$ cat src/design/vp_glue_pkg.sv
// Types, divider and size constants and the VDC palette shared by all glue units
`default_nettype none

package vp_glue_pkg;

	// Clock periods between enable pulses
	localparam logic [3:0] CPU_DIV_NTSC = 4'd8;
	localparam logic [3:0] CPU_DIV_PAL  = 4'd12;
	localparam logic [3:0] VDC_DIV_NTSC = 4'd6;
	localparam logic [3:0] VDC_DIV_PAL  = 4'd10;

	// Downloaded byte counts that pick the cart mapping
	localparam logic [15:0] CART_4K  = 16'h1000;
	localparam logic [15:0] CART_8K  = 16'h2000;
	localparam logic [15:0] CART_12K = 16'h4000; // 16K image with 12K banked

	// Low field of the download index
	localparam logic [1:0] IDX_CART = 2'd1;
	localparam logic [1:0] IDX_XROM = 2'd2;
	localparam logic [1:0] IDX_FONT = 2'd3;

	typedef struct packed {
		logic       toggle;   // Flips on every key event
		logic       pressed;
		logic       extended; // E0 prefix
		logic [7:0] code;
	} ps2_key_t;

	typedef struct packed {
		logic       valid;
		logic       released;
		logic [7:0] ascii;
	} key_event_t;

	typedef struct packed {
		logic        download; // High for the whole transfer
		logic        wr;       // One cycle per byte
		logic [7:0]  index;
		logic [24:0] addr;
		logic [7:0]  data;
	} ioctl_t;

	typedef struct packed {
		logic [11:0] addr;
		logic        bank0;
		logic        bank1;
		logic        rd_n;
		logic        cs_n;
	} cart_bus_t;

	typedef struct packed {
		logic [13:0] addr;
		logic [7:0]  data;
		logic        wren;
		logic        rden;
	} rom_port_t;

	typedef struct packed {
		logic [8:0] addr;
		logic [7:0] data;
		logic       wren;
		logic       rden;
	} font_port_t;

	typedef struct packed {
		logic [7:0] r;
		logic [7:0] g;
		logic [7:0] b;
	} rgb_t;

	typedef struct packed {
		logic [5:0] r;
		logic [5:0] g;
		logic [5:0] b;
		logic [7:0] grey;
	} video_out_t;

	////////////////////////////////////////////////////////////
	// Calibrated VDC colours, indexed by {R, G, B, luma}
	localparam rgb_t PALETTE [16] = '{
		24'h000000, 24'h676767, // black, grey
		24'h1a37be, 24'h5c80f6, // blue
		24'h006d07, 24'h56c469, // green
		24'h2aaabe, 24'h77e6eb, // blue-green
		24'h790000, 24'hc75151, // red
		24'h94309f, 24'hdc84e8, // violet
		24'h77670b, 24'hc6b86a, // khaki
		24'hcecece, 24'hffffff  // light grey, white
	};

endpackage

`default_nettype wire

$ cat src/design/vp_cart_mapper.sv
// Download byte counter and ROM port steering: cart/XROM/font writes and bank-switched cart reads
`timescale 1ns/1ps
`default_nettype none

module vp_cart_mapper (
	input  wire                     clk_sys,
	input  wire                     reset,
	input  vp_glue_pkg::ioctl_t     ioctl_i,
	input  vp_glue_pkg::cart_bus_t  cart_i,
	input  wire [8:0]               char_addr_i,
	input  wire                     char_en_i,
	output vp_glue_pkg::rom_port_t  rom_o,
	output vp_glue_pkg::font_port_t font_o
);
	import vp_glue_pkg::*;

	logic        old_download;
	logic [15:0] cart_size; // Bytes in the last image
	logic        xrom;
	logic        dl_rom;
	logic        dl_font;
	logic [13:0] map_addr;

	always_ff @(posedge clk_sys or posedge reset) begin
		if (reset) begin
			old_download <= 1'b0;
			cart_size    <= 16'd0;
			xrom         <= 1'b0;
		end else begin
			old_download <= ioctl_i.download;
			if (!old_download && ioctl_i.download) begin // Transfer starts
				cart_size <= 16'd0;
				xrom      <= (ioctl_i.index[1:0] == IDX_XROM);
			end else if (ioctl_i.download && ioctl_i.wr)
				cart_size <= cart_size + 16'd1;
		end
	end

	assign dl_rom  = ioctl_i.download &&
		(ioctl_i.index[1:0] == IDX_CART || ioctl_i.index[1:0] == IDX_XROM);
	assign dl_font = ioctl_i.download && (ioctl_i.index[1:0] == IDX_FONT);

	////////////////////////////////////////////////////////////
	// Cart bus to ROM store address
	always_comb begin
		if (xrom)
			map_addr = {2'b00, cart_i.addr};
		else begin
			case (cart_size)
				CART_4K:  map_addr = {2'b00, cart_i.bank0, cart_i.addr[11], cart_i.addr[9:0]};
				CART_8K:  map_addr = {1'b0, cart_i.bank1, cart_i.bank0, cart_i.addr[11],
					cart_i.addr[9:0]};
				CART_12K: map_addr = {cart_i.bank1, cart_i.bank0, cart_i.addr};
				default:  map_addr = {3'b000, cart_i.addr[11], cart_i.addr[9:0]}; // 2K
			endcase
		end
	end

	assign rom_o.addr = dl_rom ? ioctl_i.addr[13:0] : map_addr;
	assign rom_o.data = ioctl_i.data;
	assign rom_o.wren = ioctl_i.wr && dl_rom;
	assign rom_o.rden = xrom ? (~(cart_i.cs_n & cart_i.bank0) & cart_i.rd_n) : ~cart_i.rd_n;

	assign font_o.addr = dl_font ? ioctl_i.addr[8:0] : char_addr_i;
	assign font_o.data = ioctl_i.data;
	assign font_o.wren = ioctl_i.wr && dl_font;
	assign font_o.rden = char_en_i;

endmodule

`default_nettype wire

$ cat src/design/vp_clock_enables.sv
// CPU and VDC clock-enable pulse generator, one pulse per divider period of the selected TV standard
`timescale 1ns/1ps
`default_nettype none

module vp_clock_enables (
	input  wire  clk_sys,
	input  wire  reset,
	input  wire  pal_i,
	output logic cpu_en_o,
	output logic vdc_en_o
);
	import vp_glue_pkg::*;

	logic [3:0] cpu_ctr;
	logic [3:0] vdc_ctr;
	logic [3:0] cpu_last;
	logic [3:0] vdc_last;
	logic       pal_q; // Standard seen last cycle

	// Counter value on which the pulse is issued
	assign cpu_last = pal_i ? CPU_DIV_PAL - 4'd1 : CPU_DIV_NTSC - 4'd1;
	assign vdc_last = pal_i ? VDC_DIV_PAL - 4'd1 : VDC_DIV_NTSC - 4'd1;

	always_ff @(posedge clk_sys or posedge reset) begin
		if (reset) begin
			cpu_ctr  <= 4'd0;
			vdc_ctr  <= 4'd0;
			cpu_en_o <= 1'b0;
			vdc_en_o <= 1'b0;
			pal_q    <= 1'b0;
		end else begin
			pal_q <= pal_i;
			if (pal_q != pal_i) begin // Standard switched, start over
				cpu_ctr  <= 4'd0;
				vdc_ctr  <= 4'd0;
				cpu_en_o <= 1'b0;
				vdc_en_o <= 1'b0;
			end else begin
				cpu_en_o <= (cpu_ctr >= cpu_last);
				cpu_ctr  <= (cpu_ctr >= cpu_last) ? 4'd0 : cpu_ctr + 4'd1;
				vdc_en_o <= (vdc_ctr >= vdc_last);
				vdc_ctr  <= (vdc_ctr >= vdc_last) ? 4'd0 : vdc_ctr + 4'd1;
			end
		end
	end

endmodule

`default_nettype wire

$ cat src/design/vp_glue.sv
// Top of the console glue: clock enables, key encoder, cart mapper and video colour unit
`timescale 1ns/1ps
`default_nettype none

module vp_glue (
	input  wire                     clk_sys,
	input  wire                     reset,
	input  wire                     pal_i,
	input  wire [2:0]               contrast_i,
	input  vp_glue_pkg::ps2_key_t   ps2_key_i,
	input  wire [9:0]               joy_num_i,  // Both pads ORed
	input  vp_glue_pkg::ioctl_t     ioctl_i,
	input  vp_glue_pkg::cart_bus_t  cart_i,
	input  wire [8:0]               char_addr_i,
	input  wire                     char_en_i,
	input  wire [3:0]               pix_code_i, // {R, G, B, luma} from the VDC
	output logic                    cpu_en_o,
	output logic                    vdc_en_o,
	output vp_glue_pkg::key_event_t key_o,
	output vp_glue_pkg::rom_port_t  rom_o,
	output vp_glue_pkg::font_port_t font_o,
	output vp_glue_pkg::video_out_t video_o
);

	////////////////////////////////////////////////////////////
	// Clocks
	vp_clock_enables u_clocks (
		.clk_sys  (clk_sys),
		.reset    (reset),
		.pal_i    (pal_i),
		.cpu_en_o (cpu_en_o),
		.vdc_en_o (vdc_en_o)
	);

	////////////////////////////////////////////////////////////
	// Input
	vp_key_encoder u_keys (
		.clk_sys   (clk_sys),
		.reset     (reset),
		.ps2_key_i (ps2_key_i),
		.joy_num_i (joy_num_i),
		.key_o     (key_o)
	);

	////////////////////////////////////////////////////////////
	// Memory
	vp_cart_mapper u_mapper (
		.clk_sys     (clk_sys),
		.reset       (reset),
		.ioctl_i     (ioctl_i),
		.cart_i      (cart_i),
		.char_addr_i (char_addr_i),
		.char_en_i   (char_en_i),
		.rom_o       (rom_o),
		.font_o      (font_o)
	);

	////////////////////////////////////////////////////////////
	// Video
	vp_video_color u_video (
		.clk_sys    (clk_sys),
		.reset      (reset),
		.vdc_en_i   (vdc_en_o), // Pixel clock enable
		.pix_code_i (pix_code_i),
		.contrast_i (contrast_i),
		.video_o    (video_o)
	);

endmodule

`default_nettype wire

$ cat src/design/vp_key_encoder.sv
// Converts PS/2 key events and gamepad number keys into one-cycle ASCII key events for the keymap
`timescale 1ns/1ps
`default_nettype none

module vp_key_encoder (
	input  wire                     clk_sys,
	input  wire                     reset,
	input  vp_glue_pkg::ps2_key_t   ps2_key_i,
	input  wire [9:0]               joy_num_i,
	output vp_glue_pkg::key_event_t key_o
);
	import vp_glue_pkg::*;

	logic       old_toggle;
	logic [9:0] old_joy;
	logic       ps2_changed;
	logic       joy_changed;
	logic       ps2_released;
	logic       joy_released;
	logic [7:0] ps2_ascii;
	logic [7:0] joy_ascii;
	logic [7:0] ps2_code;
	logic [7:0] joy_code;
	logic       ps2_edge;

	assign ps2_edge = (old_toggle != ps2_key_i.toggle);

	////////////////////////////////////////////////////////////
	// Scan code table, extended bit ignored
	always_comb begin
		case (ps2_key_i.code)
			8'h16:   ps2_code = "1";
			8'h1E:   ps2_code = "2";
			8'h26:   ps2_code = "3";
			8'h25:   ps2_code = "4";
			8'h2E:   ps2_code = "5";
			8'h36:   ps2_code = "6";
			8'h3D:   ps2_code = "7";
			8'h3E:   ps2_code = "8";
			8'h46:   ps2_code = "9";
			8'h45:   ps2_code = "0";
			8'h1C:   ps2_code = "a";
			8'h32:   ps2_code = "b";
			8'h21:   ps2_code = "c";
			8'h23:   ps2_code = "d";
			8'h24:   ps2_code = "e";
			8'h2B:   ps2_code = "f";
			8'h34:   ps2_code = "g";
			8'h33:   ps2_code = "h";
			8'h43:   ps2_code = "i";
			8'h3B:   ps2_code = "j";
			8'h42:   ps2_code = "k";
			8'h4B:   ps2_code = "l";
			8'h3A:   ps2_code = "m";
			8'h31:   ps2_code = "n";
			8'h44:   ps2_code = "o";
			8'h4D:   ps2_code = "p";
			8'h15:   ps2_code = "q";
			8'h2D:   ps2_code = "r";
			8'h1B:   ps2_code = "s";
			8'h2C:   ps2_code = "t";
			8'h3C:   ps2_code = "u";
			8'h2A:   ps2_code = "v";
			8'h1D:   ps2_code = "w";
			8'h22:   ps2_code = "x";
			8'h35:   ps2_code = "y";
			8'h1A:   ps2_code = "z";
			8'h29:   ps2_code = " ";
			8'h79:   ps2_code = "+"; // Keypad
			8'h7B:   ps2_code = "-";
			8'h7C:   ps2_code = "*";
			8'h4A:   ps2_code = "/";
			8'h55:   ps2_code = "=";
			8'h1F:   ps2_code = 8'h11; // Left GUI, yes
			8'h27:   ps2_code = 8'h12; // Right GUI, no
			8'h5A:   ps2_code = 8'h0A; // Enter
			8'h66:   ps2_code = 8'h08; // Backspace
			default: ps2_code = 8'h00;
		endcase
	end

	// Lowest held number key wins, bit 9 is the zero key
	always_comb begin
		joy_code = 8'h00;
		for (int i = 9; i >= 0; i--) begin
			if (joy_num_i[i])
				joy_code = (i == 9) ? "0" : 8'h31 + 8'(i);
		end
	end

	////////////////////////////////////////////////////////////
	// Change detection and held codes
	always_ff @(posedge clk_sys or posedge reset) begin
		if (reset) begin
			old_toggle   <= 1'b0;
			old_joy      <= 10'd0;
			ps2_changed  <= 1'b0;
			joy_changed  <= 1'b0;
			ps2_released <= 1'b1;
			joy_released <= 1'b1;
			ps2_ascii    <= 8'h00;
			joy_ascii    <= 8'h00;
		end else begin
			old_toggle   <= ps2_key_i.toggle;
			old_joy      <= joy_num_i;
			ps2_changed  <= ps2_edge;
			joy_changed  <= |(joy_num_i ^ old_joy);
			ps2_released <= ~ps2_key_i.pressed;
			joy_released <= ~|joy_num_i;

			if (ps2_edge)
				ps2_ascii <= ps2_code;
			else if (|joy_num_i)
				joy_ascii <= joy_code; // Kept after release
		end
	end

	assign key_o.valid    = ps2_changed | joy_changed;
	assign key_o.released = ps2_released & joy_released;
	assign key_o.ascii    = ps2_changed ? ps2_ascii : joy_ascii;

endmodule

`default_nettype wire

$ cat src/design/vp_video_color.sv
// Pixel code to palette colour, with the G7200 contrast shuffle and greyscale, registered per VDC pixel
`timescale 1ns/1ps
`default_nettype none

module vp_video_color (
	input  wire                     clk_sys,
	input  wire                     reset,
	input  wire                     vdc_en_i,
	input  wire [3:0]               pix_code_i,
	input  wire [2:0]               contrast_i,
	output vp_glue_pkg::video_out_t video_o
);
	import vp_glue_pkg::*;

	rgb_t        pal;   // Plain palette colour
	rgb_t        shuf;  // Contrast-shuffled colour
	logic [15:0] grey_sum;
	logic [7:0]  grey;
	logic        mono;

	assign pal  = PALETTE[pix_code_i];
	assign mono = (contrast_i != 3'd0);

	////////////////////////////////////////////////////////////
	// Contrast shuffle, 1-3 red over blue, 5-7 blue over red
	always_comb begin
		case (contrast_i)
			3'd1: begin
				shuf.r = {pal.r[7:1], pal.b[7]};
				shuf.g = {pal.g[7], pal.r[7:1]};
				shuf.b = {pal.r[7:1], pal.b[7]};
			end
			3'd2: begin
				shuf.r = {pal.r[7:2], pal.b[7:6]};
				shuf.g = {pal.g[7:6], pal.r[7:2]};
				shuf.b = {pal.r[7:2], pal.b[7:6]};
			end
			3'd3: begin
				shuf.r = {pal.r[7:4], pal.b[7:4]};
				shuf.g = {pal.g[7:4], pal.r[7:4]};
				shuf.b = {pal.r[7:4], pal.b[7:4]};
			end
			3'd5: begin
				shuf.r = {pal.b[7:4], pal.r[7:4]};
				shuf.g = {pal.g[7:4], pal.b[7:4]};
				shuf.b = {pal.b[7:4], pal.r[7:4]};
			end
			3'd6: begin
				shuf.r = {pal.b[7:2], pal.r[7:6]};
				shuf.g = {pal.g[7:6], pal.b[7:2]};
				shuf.b = {pal.b[7:2], pal.r[7:6]};
			end
			3'd7: begin
				shuf.r = {pal.b[7:1], pal.r[7]};
				shuf.g = {pal.g[7], pal.b[7:1]};
				shuf.b = {pal.b[7:1], pal.r[7]};
			end
			default: shuf = pal; // 0 and 4
		endcase
	end

	// Luma weights 0.30 / 0.59 / 0.11 in 1/256 steps
	assign grey_sum = 16'd77 * shuf.r + 16'd150 * shuf.g + 16'd29 * shuf.b;
	assign grey     = grey_sum[15:8];

	always_ff @(posedge clk_sys or posedge reset) begin
		if (reset)
			video_o <= '0;
		else if (vdc_en_i) begin
			video_o.r    <= mono ? grey[7:2] : pal.r[7:2];
			video_o.g    <= mono ? grey[7:2] : pal.g[7:2];
			video_o.b    <= mono ? grey[7:2] : pal.b[7:2];
			video_o.grey <= grey;
		end
	end

endmodule

`default_nettype wire

$ cat config.mk
export PLATFORM = sky130hd
export DESIGN_NAME = vp_glue
export DESIGN_NICKNAME = d
export VERILOG_FILES = /design/src/design/vp_glue_pkg.sv /design/src/design/vp_cart_mapper.sv /design/src/design/vp_clock_enables.sv /design/src/design/vp_glue.sv /design/src/design/vp_key_encoder.sv /design/src/design/vp_video_color.sv
export SDC_FILE = /design/constraint.sdc
export NUM_CORES = 1
export LEC_CHECK = 0
export BUFFER_PORTS_ARGS = -buffer_cell sky130_fd_sc_hd__buf_2
export CORE_UTILIZATION = 62
export DETAILED_ROUTE_END_ITERATION = 8
export MAX_ROUTING_LAYER = met4
export PLACE_DENSITY = 0.93
export SLEW_MARGIN = 20
export SYNTH_ARGS = -nofsm -noshare
export SYNTH_HDL_FRONTEND = slang
export SYNTH_SLANG_ARGS = --single-unit
$ cat constraint.sdc
create_clock -name clk_sys -period 5.2 [get_ports clk_sys]
set_input_delay 0.26 -clock clk_sys [delete_from_list [all_inputs] [get_ports clk_sys]]
set_output_delay 0.26 -clock clk_sys [all_outputs]
set_load 0.005 [all_outputs]
==> flow_summary_export.csv, run 1 <==
group,metric,value,unit
status,result_of_the_run,"stopped before the end",
status,failing_step,"5_1_grt",
status,first-error,"[ERROR GRT-0232] Routing congestion too high. Check the congestion heatmap in the GUI.",
placement,buffers_on_ports,135,
sta,globalroute.repair_timing.worst_endpoint,"u_video.video_o[19]$_DFFE_PP0P_/D",
floorplanning,chipHeight,127,µm
placement,post-place-ws,-2820,ps
logic_synthesis,post_synth_num_cell_types,75,
logic_synthesis,synth-edff-count,0,
logic_synthesis,yosys_register_bits,82,
logic_synthesis,synthesized_area_divided_by_synthesized_cell_count,8.29,µm²
logic_synthesis,yosysSeqAreaShare,21.4,%
clock_tree,root_buffer,"sky130_fd_sc_hd__clkbuf_16",
floorplanning,core.rowCount,45,
clock_tree,htree_levels,3,
floorplanning,die-width,127,µm
logic_synthesis,post_synth_instance_area,9620,µm²
clock_tree,clockBufferDepth,2,
logic_synthesis,syn-num-nets,1428,
clock_tree,numCtsBuffers,9,
logic_synthesis,dominantRegCellSynth,"sky130_fd_sc_hd__dfrtp_1",
grt,grt_start_max_net_pins,83,
grt,groute.usage.overall,76.6,%
logic_synthesis,synth-async-reset-ratio,100,%
floorplanning,io_pins,181,
floorplanning,start_util,63.5,%
grt,global_route.overflow_total,154,
logic_synthesis,yosysWarnings,0,
clock_tree,ctsHoldBuffers,0,
sta,worst_path_end_type,"sequential cell input",
placement,dpl.hpwl,25400,µm
placement,gp_congestion,1.07,
logic_synthesis,syn_inst,1160,
clock_tree,cts_num_sinks,82,
stage by stage:
stage                     cells  cell area (µm²)
after global placement     1603            11800
after floorplan            1160             9900
after CTS                  1634            12600
after detailed placement   1603            11800
layer usage:
metal,track usage (%),overflow
met4,81.9,47
met3,58.2,0
met2,93.1,104
met5,-,-
met1,72.6,3
cells in the mapped netlist (3+ instances only):
library cell | instances | area (µm²)
sky130_fd_sc_hd__a221o_1 | 4 | 40.0
sky130_fd_sc_hd__and4_1 | 3 | 26.3
sky130_fd_sc_hd__o21a_1 | 8 | 60.1
sky130_fd_sc_hd__a31oi_1 | 10 | 62.6
sky130_fd_sc_hd__a41oi_1 | 3 | 26.3
sky130_fd_sc_hd__xor2_1 | 24 | 210
sky130_fd_sc_hd__buf_4 | 18 | 135
sky130_fd_sc_hd__o21ai_0 | 68 | 340
sky130_fd_sc_hd__xnor2_1 | 20 | 175
sky130_fd_sc_hd__and3_1 | 10 | 62.6
sky130_fd_sc_hd__or2_2 | 7 | 43.8
sky130_fd_sc_hd__nor4_1 | 9 | 56.3
sky130_fd_sc_hd__inv_1 | 141 | 529
sky130_fd_sc_hd__and2_1 | 6 | 37.5
sky130_fd_sc_hd__o221ai_1 | 3 | 26.3
sky130_fd_sc_hd__nor3b_1 | 5 | 37.5
sky130_fd_sc_hd__nand2_1 | 142 | 533
sky130_fd_sc_hd__nor2_1 | 75 | 282
sky130_fd_sc_hd__buf_1 | 3 | 11.3
sky130_fd_sc_hd__a21oi_1 | 84 | 420
sky130_fd_sc_hd__nand2b_1 | 20 | 125
sky130_fd_sc_hd__or3_1 | 9 | 56.3
sky130_fd_sc_hd__o211ai_1 | 4 | 30.0
sky130_fd_sc_hd__a211oi_1 | 3 | 22.5
sky130_fd_sc_hd__nand3_1 | 22 | 110
sky130_fd_sc_hd__fa_1 | 56 | 1120
sky130_fd_sc_hd__o311ai_0 | 3 | 26.3
sky130_fd_sc_hd__mux2_2 | 22 | 248
sky130_fd_sc_hd__a22oi_1 | 7 | 52.6
sky130_fd_sc_hd__mux4_2 | 4 | 90.1
sky130_fd_sc_hd__nor3_1 | 19 | 95.1
sky130_fd_sc_hd__o41ai_1 | 3 | 26.3
sky130_fd_sc_hd__ha_1 | 112 | 1400
sky130_fd_sc_hd__nor2b_1 | 15 | 93.8
sky130_fd_sc_hd__o31ai_1 | 8 | 60.1
sky130_fd_sc_hd__clkbuf_1 | 41 | 154
sky130_fd_sc_hd__o22ai_1 | 11 | 68.8
sky130_fd_sc_hd__nand4_1 | 4 | 25.0
sky130_fd_sc_hd__o21ai_1 | 5 | 25.0
sky130_fd_sc_hd__mux2i_1 | 6 | 60.1
sky130_fd_sc_hd__a21o_1 | 17 | 128
sky130_fd_sc_hd__dfrtp_1 | 80 | 2000
kinds of logic after synthesis:
logic type               synth area share [%]
AND/OR/NAND/NOR                          16.9
adder cells (fa/ha/maj)                  26.2
other                                  0.0390
flip-flops                               21.4
buffers and inverters                    9.09
AO/OA/AOI/OAI                            17.9
multiplexers                             4.25
XOR/XNOR                                 4.18
timing repair:
action / 4_1_cts
gates resized for setup: 90
buffers inserted: 15
pin swaps: 68
setup endpoints to repair: 26
==> run 2: changes to the inputs <==
--- a/config.mk
+++ b/config.mk
@@ -6,10 +6,9 @@
 export NUM_CORES = 1
 export LEC_CHECK = 0
 export BUFFER_PORTS_ARGS = -buffer_cell sky130_fd_sc_hd__buf_2
-export CORE_UTILIZATION = 62
+export CORE_UTILIZATION = 40
 export DETAILED_ROUTE_END_ITERATION = 8
-export MAX_ROUTING_LAYER = met4
-export PLACE_DENSITY = 0.93
+export PLACE_DENSITY_LB_ADDON = 0.15
 export SLEW_MARGIN = 20
 export SYNTH_ARGS = -nofsm -noshare
 export SYNTH_HDL_FRONTEND = slang
==> flow_summary_export.csv, run 2 <==
group,metric,value,unit
status,result_of_the_run,"complete, but fails checks",
status,failed_checks,"setup timing",
logic_synthesis,synth-async-reset-ratio,100,%
sta,report.final.hold_viol_count,0,
worst_setup_path,worst-path-max-fanout,6,
drt,drt_iter0_drc,411,
sta,rsz_0062_raised_after_global_routing,"true",
drt,detail_route.wirelength,28400,µm
clock_tree,worstSkewPairLatency,350,ps
drt,drc_errors,0,
logic_synthesis,yosys_register_bits,82,
grt,groute.usage.overall,23.6,%
logic_synthesis,synth_top_area_share,20.8,%
clock_tree,clockBufferDepth,2,
placement,dpl.hpwl,22600,µm
sta,maxClockFrequency,138,MHz
logic_synthesis,synthesized_area_divided_by_synthesized_cell_count,8.29,µm²
sta,drv_slew,0,
worst_setup_path,worstPathBufferInverterCount,7,
worst_setup_path,ff2ff_setup_slack,3150,ps
sta,period_minus_slack,7260,ps
clock_tree,cts_num_sinks,82,
logic_synthesis,yosysWarnings,0,
worst_setup_path,start_kind,"input port",
grt,global_route.overflow_total,0,
run,cap_viol_max_count,0,
drt,post_drt_via_cell_ratio,5.13,
worst_setup_path,worst_path_arrival_time,7530,ps
placement,gp_congestion,0.914,
drt,drtPass1Iterations,4,
logic_synthesis,syn-num-nets,1428,
floorplanning,die_area,24700,µm²
worst_setup_path,crit-reg2reg-capture,"u_video.video_o[24]",
floorplanning,die-width,157,µm
placement,buffers_on_ports,135,
cells_and_area,nNetsFinal,1718,
floorplanning,chipHeight,157,µm
logic_synthesis,post_synth_instance_area,9620,µm²
logic_synthesis,post_synth_num_cell_types,75,
cells_and_area,antennaDiodeCount,0,
worst_hold_path,min_path_type,"input port to flip-flop",
placement,placement.cell_area,12000,µm²
drt,num_vias,9109,
clock_tree,root_buffer,"sky130_fd_sc_hd__clkbuf_16",
floorplanning,core.rowCount,56,
cells_and_area,layout.cells.most_common,"sky130_fd_sc_hd__buf_4",
logic_synthesis,synth-edff-count,0,
placement,post-place-ws,-2700,ps
logic_synthesis,dominantRegCellSynth,"sky130_fd_sc_hd__dfrtp_1",
grt,global_route_wire_length_before_repair,45700,µm
floorplanning,io_pins,181,
cells_and_area,fin_area,13200,µm²
grt,grt_start_max_net_pins,83,
worst_setup_path,cpMaxStageDelayCell,"sky130_fd_sc_hd__fa_1",
floorplanning,design.core.area,23500,µm²
logic_synthesis,ys_top_cells_by_area,"sky130_fd_sc_hd__dfrtp_1, sky130_fd_sc_hd__ha_1, sky130_fd_sc_hd__fa_1, sky130_fd_sc_hd__nand2_1, sky130_fd_sc_hd__inv_1",
clock_tree,tritoncts,"built",
worst_setup_path,r2r_cells,4,
worst_setup_path,worst_r2r_startpoint,"u_clocks.vdc_en_o",
logic_synthesis,synth.largest_area_cell,"sky130_fd_sc_hd__dfrtp_1",
placement,place_inst,1735,
worst_setup_path,critical_path_required,5470,ps
sta,fin_crit_sh,140,%
worst_hold_path,holdPathStages,1,
logic_synthesis,ys_top_cells_by_count,"sky130_fd_sc_hd__nand2_1, sky130_fd_sc_hd__inv_1, sky130_fd_sc_hd__ha_1, sky130_fd_sc_hd__a21oi_1, sky130_fd_sc_hd__dfrtp_1",
cells_and_area,reg.largest.list,"u_video.video_o: 26 flops, u_mapper.cart_size: 16 flops, u_keys.old_joy: 10 flops",
worst_hold_path,worstHoldStart,"ps2_key_i[10]",
clock_tree,numCtsBuffers,9,
grt,first_global_vias,8882,
clock_tree,worst_setup_hold_path_clk_slew,70,ps
cells_and_area,post_route_cells_drive_above_1_share,36.4,%
sta,slew_worst_pin,1000,ps
cells_and_area,final_cell_count_no_fill,1774,
worst_setup_path,family_of_cells_with_the_greatest_summed_delay_on_the_critical_path,"adder cells",
cells_and_area,area.growth.synth_to_final,36.9,%
worst_setup_path,critical_path_class,"input port to flip-flop",
sta,timing.final.setup_violations,26,
drt,detail-route-antenna-nets,0,
worst_setup_path,timing.critical_path.slowest_cell_delay,530,ps
cells_and_area,layout.core_utilization,55.9,%
cells_and_area,register_with_the_most_flip_flops,"u_video.video_o",
grt,number_of_antenna_violations_at_the_first_check_in_global_routing,0,
drt,wl_per_cell,16.0,µm
logic_synthesis,most_common_cell_in_the_netlist,"sky130_fd_sc_hd__nand2_1",
clock_tree,htree_levels,3,
worst_setup_path,critical_path.endpoint_type,"flip-flop",
floorplanning,start_util,40.9,%
worst_hold_path,holdPathEnd,"u_keys.old_toggle",
worst_setup_path,path_common_cell,"sky130_fd_sc_hd__fa_1",
sta,timing.max_slew.rel_slack,33.2,%
logic_synthesis,yosysSeqAreaShare,21.4,%
sta,timing.final.ws_setup,-2060,ps
logic_synthesis,syn_inst,1160,
sta,timing.clock.skew,11.8,ps
cells_and_area,mostFrequentLayoutCells,"sky130_fd_sc_hd__buf_4, sky130_fd_sc_hd__nand2_1, sky130_fd_sc_hd__buf_2",
cells_and_area,flip_flop_count_of_the_largest_register_after_layout,26,
==> run 2: layout make-up <==
class / count / area (µm²)
Sequential cell: 82 / 2050
Clock inverter: 6 / 50.0
Tap cell: 319 / 399
Multi-Input combinational cell: 869 / 7520
Fill cell: 2241 / 10400
Timing Repair Buffer: 345 / 2350
Clock buffer: 10 / 239
Inverter: 143 / 557
==> run 2: worst max-delay path by stage <==
| stage | start | to | cells past startpoint |
|---|---|---|---|
| floorplan | pix_code_i[1] | u_video.video_o[17] | 34 |
| global placement | pix_code_i[0] | u_video.video_o[19] | 36 |
| detailed placement | pix_code_i[0] | u_video.video_o[19] | 36 |
| CTS | pix_code_i[0] | u_video.video_o[17] | 32 |
| global route | pix_code_i[0] | u_video.video_o[19] | 33 |
| finish | pix_code_i[0] | u_video.video_o[17] | 34 |
==> run 2: layer usage <==
layer / part of all wire, % / track usage, % / wire, µm
met1: 46 / 32.4 / 13000
met4: 1.7 / 5.78 / 495
met3: 4.6 / 4.07 / 1320
met2: 48 / 38.5 / 13600
met5: 0 / 0 / 0
==> run 2: per-stage QoR <==
| step | hold slack [ps] | TNS (ps) |
|---|---|---|
| floorplan | 286 | -51130 |
| global placement | 369 | -63960 |
| detailed placement | 374 | -65450 |
| CTS | 1.80 | -51490 |
| global route | 32.1 | -57890 |
| finish | 43.1 | -50370 |
==> run 2: cell families after synthesis <==
family                   count (synthesis)  synth area share [%]
multiplexers                            33                  4.25
AND/OR/NAND/NOR                        351                  16.9
buffers and inverters                  209                  9.09
XOR/XNOR                                45                  4.18
adder cells (fa/ha/maj)                168                  26.2
flip-flops                              82                  21.4
AO/OA/AOI/OAI                          271                  17.9
other                                    1                0.0390
==> run 2: what timing repair did <==
action                                 CTS  global route
gates resized for setup                 73            67
pin swaps                               46            48
setup endpoints to repair               26            26
buffers inserted                        14            10
hold buffers                             0             1
endpoints found under the hold margin    0             1
Power of run 2 is left out: the tool's default activity adds up to more than one toggle a clock period on the data nets, which glitch-free logic cannot reach.
